### src/logic/host_pkg.sv
package host_pkg;

  // opcodes sent by the esp over the spi link
  typedef enum logic [7:0] {
    cmd_get_cookie       = 8'd0,
    cmd_dbus_read        = 8'd3,
    cmd_dbus_write       = 8'd4,
    cmd_data_ready       = 8'd5,
    cmd_get_version      = 8'd15,
    cmd_abus_read        = 8'd18,
    cmd_set_led          = 8'd26,
    cmd_get_config       = 8'd27,
    cmd_set_spi_ctrl_reg = 8'd29,
    cmd_set_spi_data     = 8'd30,
    cmd_get_spi_data     = 8'd31,
    cmd_set_esp_status   = 8'd32
  } cmd_e;

  typedef enum logic {
    st_idle,
    st_read_bytes
  } parse_state_e;

  localparam logic [7:0] COOKIE        = 8'hAF;
  localparam logic [2:0] VERSION_MAJOR = 3'd0;
  localparam logic [4:0] VERSION_MINOR = 5'd3;

  // longest parameter list of any opcode
  localparam int NUM_PARAMS = 1;

endpackage

### src/logic/trs_pkg.sv
package trs_pkg;

  // z80 i/o ports served by the board
  localparam logic [7:0] PORT_TRS_IO   = 8'h1F;
  localparam logic [3:0] PORT_FREHD_HI = 4'hC;  // C0h..CFh
  localparam logic [7:0] PORT_SPI_CTRL = 8'hFC;
  localparam logic [7:0] PORT_SPI_DATA = 8'hFD;

  // service code on esp_s, all ones when nothing is pending
  typedef enum logic [3:0] {
    svc_trs_io_in  = 4'd0,
    svc_trs_io_out = 4'd1,
    svc_frehd_in   = 4'd2,
    svc_frehd_out  = 4'd3,
    svc_idle       = 4'hF
  } esp_svc_e;

endpackage
### src/logic/trs_io_top.sv
`timescale 1ns/1ps

module trs_io_top import host_pkg::*; #(
  parameter int ESP_REQ_CYCLES         = 50,
  parameter int FLASH_HALF_CYCLES_LOG2 = 3
) (
  input  logic        clk,
  input  logic        rst,
  input  logic        sck,
  input  logic        cs_n,
  input  logic        mosi,
  output logic        miso,
  output logic        miso_oe,
  input  logic [15:0] addr,
  input  logic        in_n,
  input  logic        out_n,
  input  logic        ioreq_n,
  input  logic [7:0]  bus_d_in,
  output logic [7:0]  bus_d_out,
  output logic        bus_d_oe,
  input  logic [3:0]  conf,
  output logic [3:0]  esp_s,
  output logic        esp_req,
  input  logic        esp_done,
  output logic        bus_wait,
  output logic        bus_int,
  output logic        extiosel,
  output logic [3:0]  led,
  output logic [2:0]  led_rgb,
  output logic        flash_cs_n,
  output logic        flash_sck,
  output logic        flash_si,
  input  logic        flash_so
);

  logic [7:0] byte_in, byte_out, param0, trs_data, spi_rx, esp_status;
  logic       byte_valid, cmd_strobe, data_ready;
  cmd_e       cmd;
  logic       io_access, esp_sel_in, esp_sel_out, trs_io_hit;
  logic       spi_ctrl_wr, spi_data_wr, esp_start, mode_m3;

  assign mode_m3   = ~conf[3];  // jumper open selects model 3
  assign esp_start = io_access & (esp_sel_in | esp_sel_out);
  assign bus_int   = data_ready;
  assign led       = {esp_status[0], mode_m3, esp_sel_in | esp_sel_out, bus_wait};

  spi_link link_i (
    .clk(clk), .rst(rst), .sck(sck), .cs_n(cs_n), .mosi(mosi),
    .miso(miso), .miso_oe(miso_oe), .byte_out(byte_out),
    .byte_in(byte_in), .byte_valid(byte_valid)
  );

  cmd_parser parser_i (
    .clk(clk), .rst(rst), .byte_in(byte_in), .byte_valid(byte_valid),
    .cmd_strobe(cmd_strobe), .cmd(cmd), .param0(param0)
  );

  host_regs regs_i (
    .clk(clk), .rst(rst), .cmd_strobe(cmd_strobe), .cmd(cmd), .param0(param0),
    .abus_lo(addr[7:0]), .dbus(bus_d_in), .conf(conf), .spi_rx(spi_rx),
    .trs_io_hit(trs_io_hit), .io_access(io_access), .byte_out(byte_out),
    .trs_data(trs_data), .led_rgb(led_rgb), .esp_status(esp_status),
    .data_ready(data_ready)
  );

  io_decoder decoder_i (
    .clk(clk), .rst(rst), .addr(addr), .in_n(in_n), .out_n(out_n),
    .ioreq_n(ioreq_n), .mode_m3(mode_m3), .trs_data(trs_data), .spi_rx(spi_rx),
    .io_access(io_access), .esp_sel_in(esp_sel_in), .esp_sel_out(esp_sel_out),
    .esp_s(esp_s), .extiosel(extiosel), .trs_io_hit(trs_io_hit),
    .spi_ctrl_wr(spi_ctrl_wr), .spi_data_wr(spi_data_wr),
    .bus_d_oe(bus_d_oe), .bus_d_out(bus_d_out)
  );

  esp_handshake #(.ESP_REQ_CYCLES(ESP_REQ_CYCLES)) handshake_i (
    .clk(clk), .rst(rst), .esp_start(esp_start), .esp_done(esp_done),
    .bus_wait(bus_wait), .esp_req(esp_req)
  );

  flash_spi #(.FLASH_HALF_CYCLES_LOG2(FLASH_HALF_CYCLES_LOG2)) flash_i (
    .clk(clk), .rst(rst), .bus_d(bus_d_in), .spi_ctrl_wr(spi_ctrl_wr),
    .spi_data_wr(spi_data_wr), .cmd_strobe(cmd_strobe), .cmd(cmd),
    .param0(param0), .flash_so(flash_so), .spi_rx(spi_rx),
    .flash_cs_n(flash_cs_n), .flash_sck(flash_sck), .flash_si(flash_si)
  );

endmodule

### src/logic/flash_spi.sv
`timescale 1ns/1ps

module flash_spi import host_pkg::*; #(
  parameter int FLASH_HALF_CYCLES_LOG2 = 3
) (
  input  logic       clk,
  input  logic       rst,
  input  logic [7:0] bus_d,
  input  logic       spi_ctrl_wr,
  input  logic       spi_data_wr,
  input  logic       cmd_strobe,
  input  cmd_e       cmd,
  input  logic [7:0] param0,
  input  logic       flash_so,
  output logic [7:0] spi_rx,
  output logic       flash_cs_n,
  output logic       flash_sck,
  output logic       flash_si
);

  // busy flag on top, then bit index, sck phase and sub-period count
  localparam int H  = FLASH_HALF_CYCLES_LOG2;
  localparam int CW = H + 5;
  localparam logic [CW-1:0] SUB_MASK = CW'((1 << H) - 1);

  logic          cs;
  logic [CW-1:0] cnt;
  logic [7:0]    shift;
  logic          busy;
  logic          phase_start;

  assign busy        = cnt[CW-1];
  assign phase_start = ((cnt & SUB_MASK) == '0);

  always_ff @(posedge clk) begin
    if (rst)
      cs <= 1'b0;
    else if (spi_ctrl_wr)
      cs <= bus_d[7];
    else if (cmd_strobe && cmd == cmd_set_spi_ctrl_reg)
      cs <= param0[7];
  end

  always_ff @(posedge clk) begin
    if (rst) begin
      cnt      <= '0;
      flash_si <= 1'b0;
    end else if (busy) begin
      cnt <= cnt + 1'b1;  // wraps to idle after the 8th bit
      if (phase_start && !cnt[H])
        flash_si <= shift[7];
    end else if (spi_data_wr || (cmd_strobe && cmd == cmd_set_spi_data)) begin
      cnt <= {1'b1, {(CW-1){1'b0}}};
    end
  end

  // shift data path, new loads ignored while busy
  always_ff @(posedge clk) begin
    if (busy) begin
      if (phase_start && cnt[H])
        shift <= {shift[6:0], flash_so};
    end else if (spi_data_wr) begin
      shift <= bus_d;
    end else if (cmd_strobe && cmd == cmd_set_spi_data) begin
      shift <= param0;
    end
  end

  assign spi_rx     = shift;
  assign flash_cs_n = ~cs;
  assign flash_sck  = cnt[H];

endmodule

### src/logic/esp_handshake.sv
`timescale 1ns/1ps

module esp_handshake #(
  parameter int ESP_REQ_CYCLES = 50
) (
  input  logic clk,
  input  logic rst,
  input  logic esp_start,
  input  logic esp_done,
  output logic bus_wait,
  output logic esp_req
);

  localparam int CW = $clog2(ESP_REQ_CYCLES + 1);

  logic [CW-1:0] req_cnt;
  logic [2:0]    done_r;
  logic          done_rise;

  assign done_rise = (done_r[2:1] == 2'b01);

  always_ff @(posedge clk) begin
    if (rst) begin
      req_cnt  <= '0;
      done_r   <= 3'b000;
      bus_wait <= 1'b0;
    end else begin
      done_r <= {done_r[1:0], esp_done};
      if (esp_start)
        req_cnt <= CW'(ESP_REQ_CYCLES);
      else if (req_cnt != '0)
        req_cnt <= req_cnt - 1'b1;
      // hold the z80 until the esp reports back
      if (esp_start)
        bus_wait <= 1'b1;
      else if (done_rise)
        bus_wait <= 1'b0;
    end
  end

  assign esp_req = (req_cnt != '0);

endmodule

### src/logic/io_decoder.sv
`timescale 1ns/1ps

module io_decoder import trs_pkg::*; (
  input  logic        clk,
  input  logic        rst,
  input  logic [15:0] addr,
  input  logic        in_n,
  input  logic        out_n,
  input  logic        ioreq_n,
  input  logic        mode_m3,
  input  logic [7:0]  trs_data,
  input  logic [7:0]  spi_rx,
  output logic        io_access,
  output logic        esp_sel_in,
  output logic        esp_sel_out,
  output logic [3:0]  esp_s,
  output logic        extiosel,
  output logic        trs_io_hit,
  output logic        spi_ctrl_wr,
  output logic        spi_data_wr,
  output logic        bus_d_oe,
  output logic [7:0]  bus_d_out
);

  logic       m3;
  logic       in_act;
  logic       out_act;
  logic [1:0] in_r;
  logic [1:0] out_r;
  logic [7:0] addr_r [2];
  logic       io_d;
  logic       in_s;
  logic       out_s;
  logic       trs_io_sel;
  logic       frehd_sel;
  logic       spi_data_rd;
  esp_svc_e   svc;

  // model 3 qualifies in/out with ioreq
  assign in_act  = m3 ? ~(in_n | ioreq_n) : ~in_n;
  assign out_act = m3 ? ~(out_n | ioreq_n) : ~out_n;

  always_ff @(posedge clk) begin
    addr_r[0] <= addr[7:0];
    addr_r[1] <= addr_r[0];
    if (rst) begin
      m3        <= 1'b0;
      in_r      <= 2'b00;
      out_r     <= 2'b00;
      io_d      <= 1'b0;
      io_access <= 1'b0;
    end else begin
      m3        <= mode_m3;
      in_r      <= {in_r[0], in_act};
      out_r     <= {out_r[0], out_act};
      io_d      <= in_s | out_s;
      io_access <= (in_s | out_s) & ~io_d;  // leading edge only
    end
  end

  assign in_s  = in_r[1];
  assign out_s = out_r[1];

  assign trs_io_sel = (addr_r[1] == PORT_TRS_IO);
  assign frehd_sel  = (addr_r[1][7:4] == PORT_FREHD_HI);

  assign esp_sel_in  = (trs_io_sel | frehd_sel) & in_s;
  assign esp_sel_out = (trs_io_sel | frehd_sel) & out_s;
  assign trs_io_hit  = trs_io_sel & (in_s | out_s);

  assign spi_ctrl_wr = io_access & out_s & (addr_r[1] == PORT_SPI_CTRL);
  assign spi_data_wr = io_access & out_s & (addr_r[1] == PORT_SPI_DATA);
  assign spi_data_rd = in_s & (addr_r[1] == PORT_SPI_DATA);

  always_comb begin
    if (trs_io_sel && in_s)
      svc = svc_trs_io_in;
    else if (trs_io_sel && out_s)
      svc = svc_trs_io_out;
    else if (frehd_sel && in_s)
      svc = svc_frehd_in;
    else if (frehd_sel && out_s)
      svc = svc_frehd_out;
    else
      svc = svc_idle;
  end

  assign esp_s = svc;

  // board answers the read, bus transceiver turns toward the z80
  assign extiosel  = esp_sel_in | spi_data_rd;
  assign bus_d_oe  = extiosel;
  assign bus_d_out = esp_sel_in  ? trs_data :
                     spi_data_rd ? spi_rx   : 8'h00;

endmodule

### src/logic/host_regs.sv
`timescale 1ns/1ps

module host_regs import host_pkg::*; (
  input  logic       clk,
  input  logic       rst,
  input  logic       cmd_strobe,
  input  cmd_e       cmd,
  input  logic [7:0] param0,
  input  logic [7:0] abus_lo,
  input  logic [7:0] dbus,
  input  logic [3:0] conf,
  input  logic [7:0] spi_rx,
  input  logic       trs_io_hit,
  input  logic       io_access,
  output logic [7:0] byte_out,
  output logic [7:0] trs_data,
  output logic [2:0] led_rgb,
  output logic [7:0] esp_status,
  output logic       data_ready
);

  // readback for the next spi frame, and the byte the z80 reads
  always_ff @(posedge clk) begin
    if (cmd_strobe) begin
      case (cmd)
        cmd_get_cookie:   byte_out <= COOKIE;
        cmd_get_version:  byte_out <= {VERSION_MAJOR, VERSION_MINOR};
        cmd_dbus_read:    byte_out <= dbus;
        cmd_abus_read:    byte_out <= abus_lo;
        cmd_get_config:   byte_out <= {4'b0000, conf};
        cmd_get_spi_data: byte_out <= spi_rx;
        cmd_dbus_write:   trs_data <= param0;
        default: ;
      endcase
    end
  end

  always_ff @(posedge clk) begin
    if (rst) begin
      led_rgb    <= 3'b000;
      esp_status <= 8'h00;
      data_ready <= 1'b0;
    end else begin
      if (cmd_strobe && cmd == cmd_set_led)
        led_rgb <= param0[2:0];  // red, green, blue from bit 0 up
      if (cmd_strobe && cmd == cmd_set_esp_status)
        esp_status <= param0;
      // z80 touching 1Fh acknowledges, a new command in the same cycle wins
      if (io_access && trs_io_hit)
        data_ready <= 1'b0;
      if (cmd_strobe && cmd == cmd_data_ready)
        data_ready <= 1'b1;
    end
  end

endmodule

### src/logic/cmd_parser.sv
`timescale 1ns/1ps

module cmd_parser import host_pkg::*; (
  input  logic       clk,
  input  logic       rst,
  input  logic [7:0] byte_in,
  input  logic       byte_valid,
  output logic       cmd_strobe,
  output cmd_e       cmd,
  output logic [7:0] param0
);

  parse_state_e state;
  logic [1:0]   bytes_left;

  always_ff @(posedge clk) begin
    if (rst) begin
      state      <= st_idle;
      cmd_strobe <= 1'b0;
      bytes_left <= 2'd0;
    end else begin
      cmd_strobe <= 1'b0;
      if (byte_valid) begin
        case (state)
          st_idle: begin
            case (byte_in)
              cmd_get_cookie, cmd_dbus_read, cmd_data_ready, cmd_get_version,
              cmd_abus_read, cmd_get_config, cmd_get_spi_data: begin
                cmd        <= cmd_e'(byte_in);
                cmd_strobe <= 1'b1;  // no parameters, fire now
              end
              cmd_dbus_write, cmd_set_led, cmd_set_spi_ctrl_reg,
              cmd_set_spi_data, cmd_set_esp_status: begin
                cmd        <= cmd_e'(byte_in);
                bytes_left <= 2'(NUM_PARAMS);
                state      <= st_read_bytes;
              end
              default: ;  // unknown opcode dropped
            endcase
          end
          st_read_bytes: begin
            param0 <= byte_in;
            if (bytes_left == 2'd1) begin
              cmd_strobe <= 1'b1;
              state      <= st_idle;
            end else begin
              bytes_left <= bytes_left - 2'd1;
            end
          end
          default: state <= st_idle;
        endcase
      end
    end
  end

endmodule

### src/logic/spi_link.sv
`timescale 1ns/1ps

module spi_link (
  input  logic       clk,
  input  logic       rst,
  input  logic       sck,
  input  logic       cs_n,
  input  logic       mosi,
  output logic       miso,
  output logic       miso_oe,
  input  logic [7:0] byte_out,
  output logic [7:0] byte_in,
  output logic       byte_valid
);

  logic [2:0] sck_r;
  logic [1:0] cs_r;
  logic [1:0] mosi_r;
  logic [2:0] bit_cnt;
  logic [7:0] tx_shift;
  logic       sck_rise;
  logic       sck_fall;
  logic       cs_active;

  assign sck_rise  = (sck_r[2:1] == 2'b01);
  assign sck_fall  = (sck_r[2:1] == 2'b10);
  assign cs_active = ~cs_r[1];

  always_ff @(posedge clk) begin
    mosi_r <= {mosi_r[0], mosi};
    if (rst) begin
      sck_r <= 3'b000;
      cs_r  <= 2'b11;  // deselected
    end else begin
      sck_r <= {sck_r[1:0], sck};
      cs_r  <= {cs_r[0], cs_n};
    end
  end

  // receive side, msb first
  always_ff @(posedge clk) begin
    if (rst) begin
      bit_cnt    <= 3'd0;
      byte_valid <= 1'b0;
    end else begin
      byte_valid <= 1'b0;
      if (!cs_active) begin
        bit_cnt <= 3'd0;
      end else if (sck_rise) begin
        bit_cnt <= bit_cnt + 3'd1;
        if (bit_cnt == 3'd7)
          byte_valid <= 1'b1;
      end
    end
  end

  always_ff @(posedge clk) begin
    if (cs_active && sck_rise)
      byte_in <= {byte_in[6:0], mosi_r[1]};
    // reply is picked up after the first bit of the frame
    if (cs_active && sck_fall) begin
      if (bit_cnt == 3'd1)
        tx_shift <= byte_out;
      else
        tx_shift <= {tx_shift[6:0], 1'b0};
    end
  end

  assign miso    = tx_shift[7];
  assign miso_oe = cs_active;

endmodule

### config.mk
export PLATFORM = sky130hd
export DESIGN_NAME = trs_io_top
export DESIGN_NICKNAME = d
export VERILOG_FILES = /design/src/logic/host_pkg.sv /design/src/logic/trs_pkg.sv /design/src/logic/trs_io_top.sv /design/src/logic/flash_spi.sv /design/src/logic/esp_handshake.sv /design/src/logic/io_decoder.sv /design/src/logic/host_regs.sv /design/src/logic/cmd_parser.sv /design/src/logic/spi_link.sv
export SDC_FILE = /design/constraint.sdc
export NUM_CORES = 1
export LEC_CHECK = 0
export BUFFER_PORTS_ARGS = -buffer_cell sky130_fd_sc_hd__buf_4
export CORE_ASPECT_RATIO = 1.75
export CORE_MARGIN = 1.5
export CORE_UTILIZATION = 55
export DETAILED_ROUTE_END_ITERATION = 16
export HOLD_SLACK_MARGIN = 0.15
export PLACE_DENSITY = 0.83
export SYNTH_ARGS = -nofsm -noshare
export SYNTH_HDL_FRONTEND = slang
export SYNTH_SLANG_ARGS = --single-unit
### constraint.sdc
create_clock -name clk -period 3.3 [get_ports clk]
set_input_delay 0.495 -clock clk [delete_from_list [all_inputs] [get_ports clk]]
set_output_delay 0.495 -clock clk [all_outputs]
set_load 0.02 [all_outputs]
==> out/metrics.yaml, run 1 <==
ff2ff_setup_slack_ps: 780
fill_cells: 604
synthCells: 414
cts_root_buf: "clkbuf_16"
syn_to_final_growth_pct: 23.2
ys_ff_latch: 119
vdd_drop_max_v: 0.000460
skew_ps: 6.43
synthFlopType: "dfxtp_1"
synthDistinctLibCells: 55
worstMarginPinSlew_ps: 943
finalInstanceArea_mm2: 0.00591
syn_area_per_cell_um2: 11.6
power_density_mw_per_mm2: 630
seq_power_share_pct: 43.6
max_slew_margin_pct: 37.1
place_area_mm2: 0.00531
clock_path_buffers: 2
swShare_pct: 21.6
rsz0062_at_grt: "no"
synth_largest_area_cell: "edfxtp_1"
status: "complete, no violations"
grt_max_degree: 46
min_path_cells: 1
setup_viol: 0
max_freq_mhz: 367
post-place-ws_ps: 824
clk_latency_ps: 410
coreArea_mm2: 0.00837
grt_first_pass_wirelength_mm: 16.0
wl_per_cell_um: 16.8
die_h_um: 127
synth_nets: 459
path_max_fanout: 4
ctsResizeCount: 0
totalWireLength_mm: 10.1
cts_setup_buffers: 0
place_congestion: 0.944
cp-start-kind: "flop"
worst_slack_ps: 576
final_max_slew_viol_count: 0
combPwrFrac_pct: 7.4
hold_viol_final: 0
dpl.hpwl_mm: 7.33
cts_tree: "built"
htreeDepth: 4
synth_warnings: 0
fin_setup_tns_ps: 0
pin_count: 67
grt_overflow: 0
grt_pass1_vias: 3487
cp_data_required_time_ps: 2800
fin_crit_sh_pct: 82.5
cp-end-kind: "primary output"
cts_num_sinks: 119
drc: 0
drt-initial-drc-count: 230
port-buffer-count: 58
final_antenna_net_count: 0
via_per_inst: 5.74
worst_hold_path_type: "input port to flop"
diodes: 0
yosysSeqAreaShare_pct: 61.4
antenna_found_initial: 0
clk_pin_slew_ps: 60
synth-edff-count: 56
initial_core_util_pct: 57.3
die_w_um: 73.6
rows: 44
drive_above_1_share_pct: 22.1
arrival_ps: 2230
leakage_nw: 2.17
dpl.cell_count: 571
syn_area_mm2: 0.00480
fin_crit_ps: 2720
layout.nets: 520
grt_usage_pct: 23.5
fin_cells: 603
num_vias: 3460
synth_top_area_share_pct: 35.1
die_area_mm2: 0.00931
postCtsHoldBufs: 0
synthArstFlopShare_pct: 0
yosys-top-cells-area: "edfxtp_1 35%, dfxtp_1 26%, mux2i_1 4.2%, nand2_1 2.6%, o21ai_0 2.3%"
criticalPathCategory: "flop to primary output"
rr_worst_depth: 5
numCtsBuffers: 17
power_switching_w: 0.000806
dr.pass1.iters: 6
clockPowerShare_pct: 49.0
intPower_w: 0.00292
drv_cap: 0
layer usage:
metal,vias up,global-route usage [%],part of all wire [%]
met4,0,17.1,6.0
met5,-,0,0
met1,1657,22.5,35
met2,125,40.8,55
met3,45,6.91,4.5
li1,1633,-,-
layout make-up:
cell class | count | area (µm²) | share of cell area (%)
Sequential cell | 119 | 2940 | 49.8
Tap cell | 115 | 144 | 2.43
Timing Repair Buffer | 61 | 458 | 7.75
Inverter | 20 | 75.1 | 1.27
Clock buffer | 21 | 483 | 8.17
Multi-Input combinational cell | 256 | 1690 | 28.6
Clock inverter | 11 | 119 | 2.01
cells in the final DEF, fill, tap and decap left out, types with 4 or more instances in the layout:
cell type	synthesis	final
nand2_1	33	33
a21oi_1	16	16
and2_1	7	7
ha_1	7	7
nor2b_1	12	12
and3_1	5	5
mux2i_1	20	20
edfxtp_1	56	56
nand3_1	5	5
or2_2	5	5
nor2_1	27	27
clkbuf_16	0	19
nor3b_1	5	5
o21ai_0	22	22
clkinv_2	0	4
nor3_1	18	18
inv_1	20	20
buf_4	4	61
a222oi_1	4	4
dfxtp_1	63	63
mux2_2	7	7
a22o_1	8	8
xnor2_1	4	4
power by group through the flow:
stage	Clock, W	Combinational [W]	Sequential (W)
6_report	0.00182	0.000277	0.00162
5_1_grt	0.00191	0.000307	0.00163
4_1_cts	0.00184	0.000280	0.00162
3_5_place_dp	0	0.000276	0.00165
3_3_place_gp	0	0.000263	0.00165
2_1_floorplan	0	0.000195	0.00164
metrics by stage:
step	utilization, %	hold WS (ps)	power, W
2_1_floorplan	-	310	0.00184
3_3_place_gp	63.4	310	0.00191
3_5_place_dp	63.4	315	0.00193
4_1_cts	70.6	167	0.00374
5_1_grt	70.6	166	0.00385
6_report	70.6	180	0.00372
cells in the mapped netlist (all sizes together) (4+ instances only):
cell,n
dfxtp,63
edfxtp,56
nand2,33
nor2,27
o21ai,22
inv,20
mux2i,20
nor3,19
a21oi,16
nor2b,12
clkbuf,10
buf,9
a22o,8
and2,7
ha,7
mux2,7
and3,5
nand3,5
nor3b,5
or2,5
a222oi,4
nor4,4
xnor2,4
registers in the layout, summed over array words and instances (netlist names), 2 cells and up:
register,cells
link_i.cs_r,2
regs_i.trs_data,8
link_i.tx_shift,8
parser_i.param0,8
parser_i.bytes_left,2
flash_i.spi_rx,8
regs_i.led_rgb,3
flash_i.cnt,8
parser_i.cmd,8
handshake_i.req_cnt,6
regs_i.byte_out,8
link_i.bit_cnt,3
link_i.byte_in,8
link_i.mosi_r,2
decoder_i.out_r,2
link_i.sck_r,3
handshake_i.done_r,3
decoder_i.in_r,2
decoder_i.addr_r,16
worst max-delay path, cell delays in order, from the launching register on:
cell and delay (ps):
dfxtp_1 310, inv_1 90, ha_1 200, or3b_2 500, nor3_1 390, inv_1 150, buf_4 190
cell families (layout without fill, tap and decap cells):
| family | after synthesis | count (layout) | share of synthesized area (%) |
|---|---|---|---|
| simple gates | 146 | 146 | 16.8 |
| flops | 119 | 119 | 61.4 |
| compound gates | 71 | 71 | 9.86 |
| buf+inv | 39 | 113 | 3.44 |
| mux | 27 | 27 | 5.82 |
| fa+ha+maj | 7 | 7 | 1.83 |
| xor+xnor | 5 | 5 | 0.913 |
worst paths after layout:
path	start	to
min reg2reg	decoder_i.addr_r[0][2]	decoder_i.addr_r[0][10]
max reg2reg	parser_i.cmd[2]	regs_i.byte_out[1]
max	handshake_i.req_cnt[0]	esp_req
min	mosi	link_i.mosi_r[0]
Note: power is estimated with default switching activity, not from simulation.
==> run 2, diff against run 1 <==
==> constraint.sdc (replaced) <==
create_clock -name clk -period 2.8 [get_ports clk]
set_input_delay 0.42 -clock clk [delete_from_list [all_inputs] [get_ports clk]]
set_output_delay 0.42 -clock clk [all_outputs]
set_load 0.02 [all_outputs]
==> run 2 against run 1 <==
Core utilization is 1.8 points higher. Highest routed layer unchanged. Worst setup slack worse by 410 ps. Largest power group unchanged. Sequential power is 19% higher.
==> out/metrics.yaml, run 2 (synthesis gave the netlist of run 1 again) <==
layout_common_cells: "64 x buf_4, 63 x dfxtp_1, 56 x edfxtp_1, 33 x nand2_1, 27 x nor2_1"
timing.rr.end: "parser_i.cmd[2]"
path_max_fanout: 10
swShare_pct: 21.3
holdWs_ps: 172
grt_usage_pct: 24.6
cts_num_sinks: 119
wl_per_cell_um: 17.4
dpl.hpwl_mm: 7.40
cts_setup_buffers: 0
vdd_drop_max_v: 0.000479
hold_path_end: "decoder_i.out_r[0]"
die_area_mm2: 0.00931
min-delay-start: "out_n"
drc: 0
power_switching_w: 0.000962
largest_reg_flops: 16
clockPowerShare_pct: 49.8
rows: 44
worst_hold_path_type: "input port to flop"
criticalPathCategory: "flop to primary output"
r2r_start: "link_i.byte_in[0]"
syn_to_final_growth_pct: 26.4
worstMarginPinSlew_ps: 890
combPwrFrac_pct: 7.7
fin_crit_ps: 2630
finalInstanceArea_mm2: 0.00606
die_h_um: 127
grt_pass1_vias: 3488
via_per_inst: 5.64
multi_input_area_mm2: 0.00169
grt_overflow: 0
grt_first_pass_wirelength_mm: 16.7
clock_path_buffers: 2
num_vias: 3474
place_area_mm2: 0.00533
die_w_um: 73.6
cp-end-kind: "primary output"
drv_cap: 0
initial_core_util_pct: 57.3
cp_data_required_time_ps: 2380
fin_setup_tns_ps: 0
final_max_slew_viol_count: 0
status: "complete, no violations"
layout.nets: 533
power_density_mw_per_mm2: 744
rr_worst_depth: 5
max_slew_margin_pct: 40.5
drive_above_1_share_pct: 22.4
leakage_nw: 2.23
arrival_ps: 2210
final_antenna_net_count: 0
skew_ps: 7.22
registers.top_by_ff_count: "decoder_i.addr_r"
rsz0062_at_grt: "no"
max_freq_mhz: 380
pin_count: 67
totalWireLength_mm: 10.7
ff2ff_setup_slack_ps: 430
final_common_cell: "buf_4"
clk_pin_slew_ps: 60
cts_root_buf: "clkbuf_16"
antenna_found_initial: 0
drt-initial-drc-count: 302
fin_crit_sh_pct: 94.1
setup_viol: 0
diodes: 0
grt_max_degree: 46
numCtsBuffers: 17
coreArea_mm2: 0.00837
cp-start-kind: "flop"
cts_tree: "built"
utilization_pct: 72.4
min_path_cells: 2
port-buffer-count: 58
fill_cells: 576
hold_viol_final: 0
seq_power_share_pct: 42.5
htreeDepth: 4
clk_latency_ps: 410
dr.pass1.iters: 8
seq_area_mm2: 0.00294
intPower_w: 0.00355
place_congestion: 0.897
## run 2: changes by cell type in the layout (fill, tap and decap cells not counted), sizes merged
cell / change
bufinv: +2
clkinvlp: +2
clkbuf: -1
inv: -1
clkinv: -2
buf: +3
dlygate4sd3: +10
## run 2: cell type report
type | instances | area share [%]
Tap cell | 115 | 2.37
Inverter | 20 | 1.24
Multi-Input combinational cell | 256 | 27.9
Clock buffer | 20 | 7.37
Sequential cell | 119 | 48.6
Clock inverter | 12 | 2.93
Timing Repair Buffer | 74 | 9.58
## run 2: timing repair
action / in CTS / in global routing
endpoints found under the hold margin: 9 / 1
hold buffers: 9 / 1
setup endpoints to repair: 0 / 1
resized for setup: 0 / 1
## run 2: layer usage
layer / vias to the layer above / global-route usage [%] / wire (µm)
met1: 1672 / 22.3 / 3650
met4: 0 / 13.7 / 427
met2: 105 / 45.9 / 6230
met3: 34 / 7.31 / 409
li1: 1663 / - / -
met5: - / 0 / 0
## run 2: worst max path at each step
stage,startpoint,end,slack [ps]
after floorplan,link_i.byte_in[0],parser_i.cmd[0],240
after global placement,link_i.byte_in[0],parser_i.cmd[2],540
after detailed placement,link_i.byte_in[0],parser_i.cmd[2],490
after CTS,handshake_i.req_cnt[0],esp_req,150
after global routing,decoder_i.addr_r[0][13],bus_d_out[7],20
final,decoder_i.addr_r[0][13],bus_d_out[5],170
## run 2: power by group through the flow
stage,combinational (W),clock [W],sequential (W)
6_report,0.000348,0.00225,0.00192
5_1_grt,0.000386,0.00236,0.00192
4_1_cts,0.000343,0.00227,0.00191
3_5_place_dp,0.000330,0,0.00195
3_3_place_gp,0.000311,0,0.00194
2_1_floorplan,0.000229,0,0.00193
## run 2: worst max-delay path, stage by stage (launching register included)
cell and delay [ps]:
dfxtp_1 330, nor4b_1 350, nand2_1 150, o31ai_1 130, and2_1 450, a22o_1 230
buf_4 150
## run 2: per-stage QoR
step                      setup WS (ps)  std cells  total power, W
after floorplan                     238        414         0.00216
after global placement              540        574         0.00225
after detailed placement            490        574         0.00228
after CTS                           154        615         0.00453
after global routing               19.4        616         0.00466
final                               165        616         0.00451
==> run 3, diff against run 2 <==
--- a/config.mk
+++ b/config.mk
@@ -5,13 +5,15 @@
 export SDC_FILE = /design/constraint.sdc
 export NUM_CORES = 1
 export LEC_CHECK = 0
+export ABC_AREA = 1
 export BUFFER_PORTS_ARGS = -buffer_cell sky130_fd_sc_hd__buf_4
 export CORE_ASPECT_RATIO = 1.75
-export CORE_MARGIN = 1.5
+export CORE_MARGIN = 4
 export CORE_UTILIZATION = 55
 export DETAILED_ROUTE_END_ITERATION = 16
 export HOLD_SLACK_MARGIN = 0.15
-export PLACE_DENSITY = 0.83
+export PLACE_DENSITY = 0.82
 export SYNTH_ARGS = -nofsm -noshare
 export SYNTH_HDL_FRONTEND = slang
+export SYNTH_HIERARCHICAL = 1
 export SYNTH_SLANG_ARGS = --single-unit
==> run 3 against run 2 <==
Clock skew fell by 0.56 ps. Core utilization down 3.7 points. Routed wire length rose by 23%.
==> out/metrics.yaml, run 3 <==
synth_warnings: 6
pin_count: 67
criticalPathCategory: "flop to primary output"
totalWireLength_mm: 13.2
clock_path_buffers: 2
seq_power_share_pct: 45.7
cts_root_buf: "clkbuf_16"
via_per_inst: 5.44
drt-initial-drc-count: 395
place_congestion: 0.883
drv_cap: 0
arrival_ps: 1740
synth_nets: 679
leakage_nw: 2.83
syn_to_final_growth_pct: 20.6
place_area_mm2: 0.00593
met1_usage_pct: 22.6
drc: 0
ff2ff_setup_slack_ps: 770
final_common_cell: "nand2_1"
htreeDepth: 4
use_met2_pct: 45.1
die_h_um: 139
registers.top_by_ff_count: "decoder_i/addr_r"
final_antenna_net_count: 0
met3_usage_pct: 6.56
die_area_mm2: 0.0116
intPower_w: 0.00322
setup_viol: 0
r2r_start: "link_i/byte_in[3]"
grt_first_pass_wirelength_mm: 21.7
worstMarginPinSlew_ps: 840
largest_reg_flops: 16
max_slew_margin_pct: 43.8
swShare_pct: 23.5
port-buffer-count: 58
skew_ps: 6.67
crit_end: "esp_s[1]"
cp_data_required_time_ps: 2380
cp-start-kind: "flop"
post-place-ws_ps: 871
cp-end-kind: "primary output"
dr.pass1.iters: 7
syn_area_mm2: 0.00543
fin_setup_tns_ps: 0
power_switching_w: 0.000991
hold_viol_final: 0
grt_overflow: 0
grt_max_degree: 32
wl_per_cell_um: 15.6
diodes: 0
coreArea_mm2: 0.00953
clockPowerShare_pct: 45.1
status: "complete, no violations"
worst_hold_path_type: "input port to flop"
cts_tree: "built"
clk_latency_ps: 410
layout_common_cells: "136 x nand2_1, 81 x nor2_1, 76 x inv_1, 63 x nand3_1, 63 x dfxtp_1"
finalInstanceArea_mm2: 0.00654
initial_core_util_pct: 57.0
fin_crit_ps: 2160
antenna_found_initial: 0
cts_num_sinks: 119
max_freq_mhz: 464
rows: 47
grt_usage_pct: 23.7
num_vias: 4577
final_max_slew_viol_count: 0
power_density_mw_per_mm2: 644
fin_crit_sh_pct: 77.0
combPwrFrac_pct: 9.2
path_max_fanout: 20
rr_worst_depth: 7
drive_above_1_share_pct: 20.8
die_w_um: 83.1
dpl.hpwl_mm: 9.37
numCtsBuffers: 17
worst_slack_ps: 645
clk_pin_slew_ps: 50
rsz0062_at_grt: "no"
layout.nets: 752
holdWs_ps: 202
cts_setup_buffers: 0
syn_area_per_cell_um2: 8.56
vdd_drop_max_v: 0.000535
timing.rr.end: "parser_i/cmd[7]"
grt_pass1_vias: 4690
startpoint: "decoder_i/in_r[1]"
grt-busiest-layer: "met2"
synthCells: 634
-- run 3: area by class of cell --
cell class	instances	area (µm²)
clock buffers	22	475
clock inverters	10	52.6
fillers	695	2980
inverters	85	319
multi-input cells	414	2050
flip-flops and latches	119	2940
well taps	122	153
repair buffers	70	548
-- run 3: power groups by stage --
| stage | Sequential (W) | Clock, W | Combinational, W |
|---|---|---|---|
| final | 0.00192 | 0.00190 | 0.000388 |
| after CTS | 0.00192 | 0.00193 | 0.000385 |
| after global routing | 0.00193 | 0.00202 | 0.000437 |
| after floorplan | 0.00194 | 0 | 0.000266 |
| after global placement | 0.00195 | 0 | 0.000355 |
| after detailed placement | 0.00196 | 0 | 0.000372 |
-- run 3: repair_timing --
action,4_1_cts,5_1_grt
hold endpoints to repair,9,0
resized for setup,0,0
setup endpoints to repair,0,0
hold buffers,9,0
-- run 3: how the worst min path moves through the flow --
| stage | startpoint | endpoint | slack, ps | depth (start not counted) |
|---|---|---|---|---|
| 4_1_cts | cs_n | link_i/cs_r[0] | 180 | 2 |
| 3_3_place_gp | decoder_i/addr_r[0][4] | decoder_i/addr_r[0][12] | 310 | 0 |
| 3_5_place_dp | decoder_i/addr_r[0][2] | decoder_i/addr_r[0][10] | 310 | 0 |
| 2_1_floorplan | decoder_i/addr_r[0][2] | decoder_i/addr_r[0][10] | 310 | 0 |
| 5_1_grt | cs_n | link_i/cs_r[0] | 190 | 2 |
| 6_report | cs_n | link_i/cs_r[0] | 200 | 2 |
-- run 3: metrics by stage --
stage / util, % / total power [W] / instances
after floorplan: - / 0.00221 / 634
after global routing: 68.7 / 0.00439 / 842
final: 68.7 / 0.00421 / 842
after CTS: 68.7 / 0.00423 / 842
after global placement: 62.2 / 0.00231 / 801
after detailed placement: 62.2 / 0.00233 / 801
-- run 3: worst max-delay path, cell delays in order, from the launching register on --
cell and delay, ps:
dfxtp_1 760, nor2_1 180, nor2_1 170, inv_1 50, buf_4 150
-- run 3: layer usage --
metal	wire length, µm	part of all wire (%)
met1	4490	34
met2	7370	56
met3	731	5.6
met4	581	4.4
met5	0	0
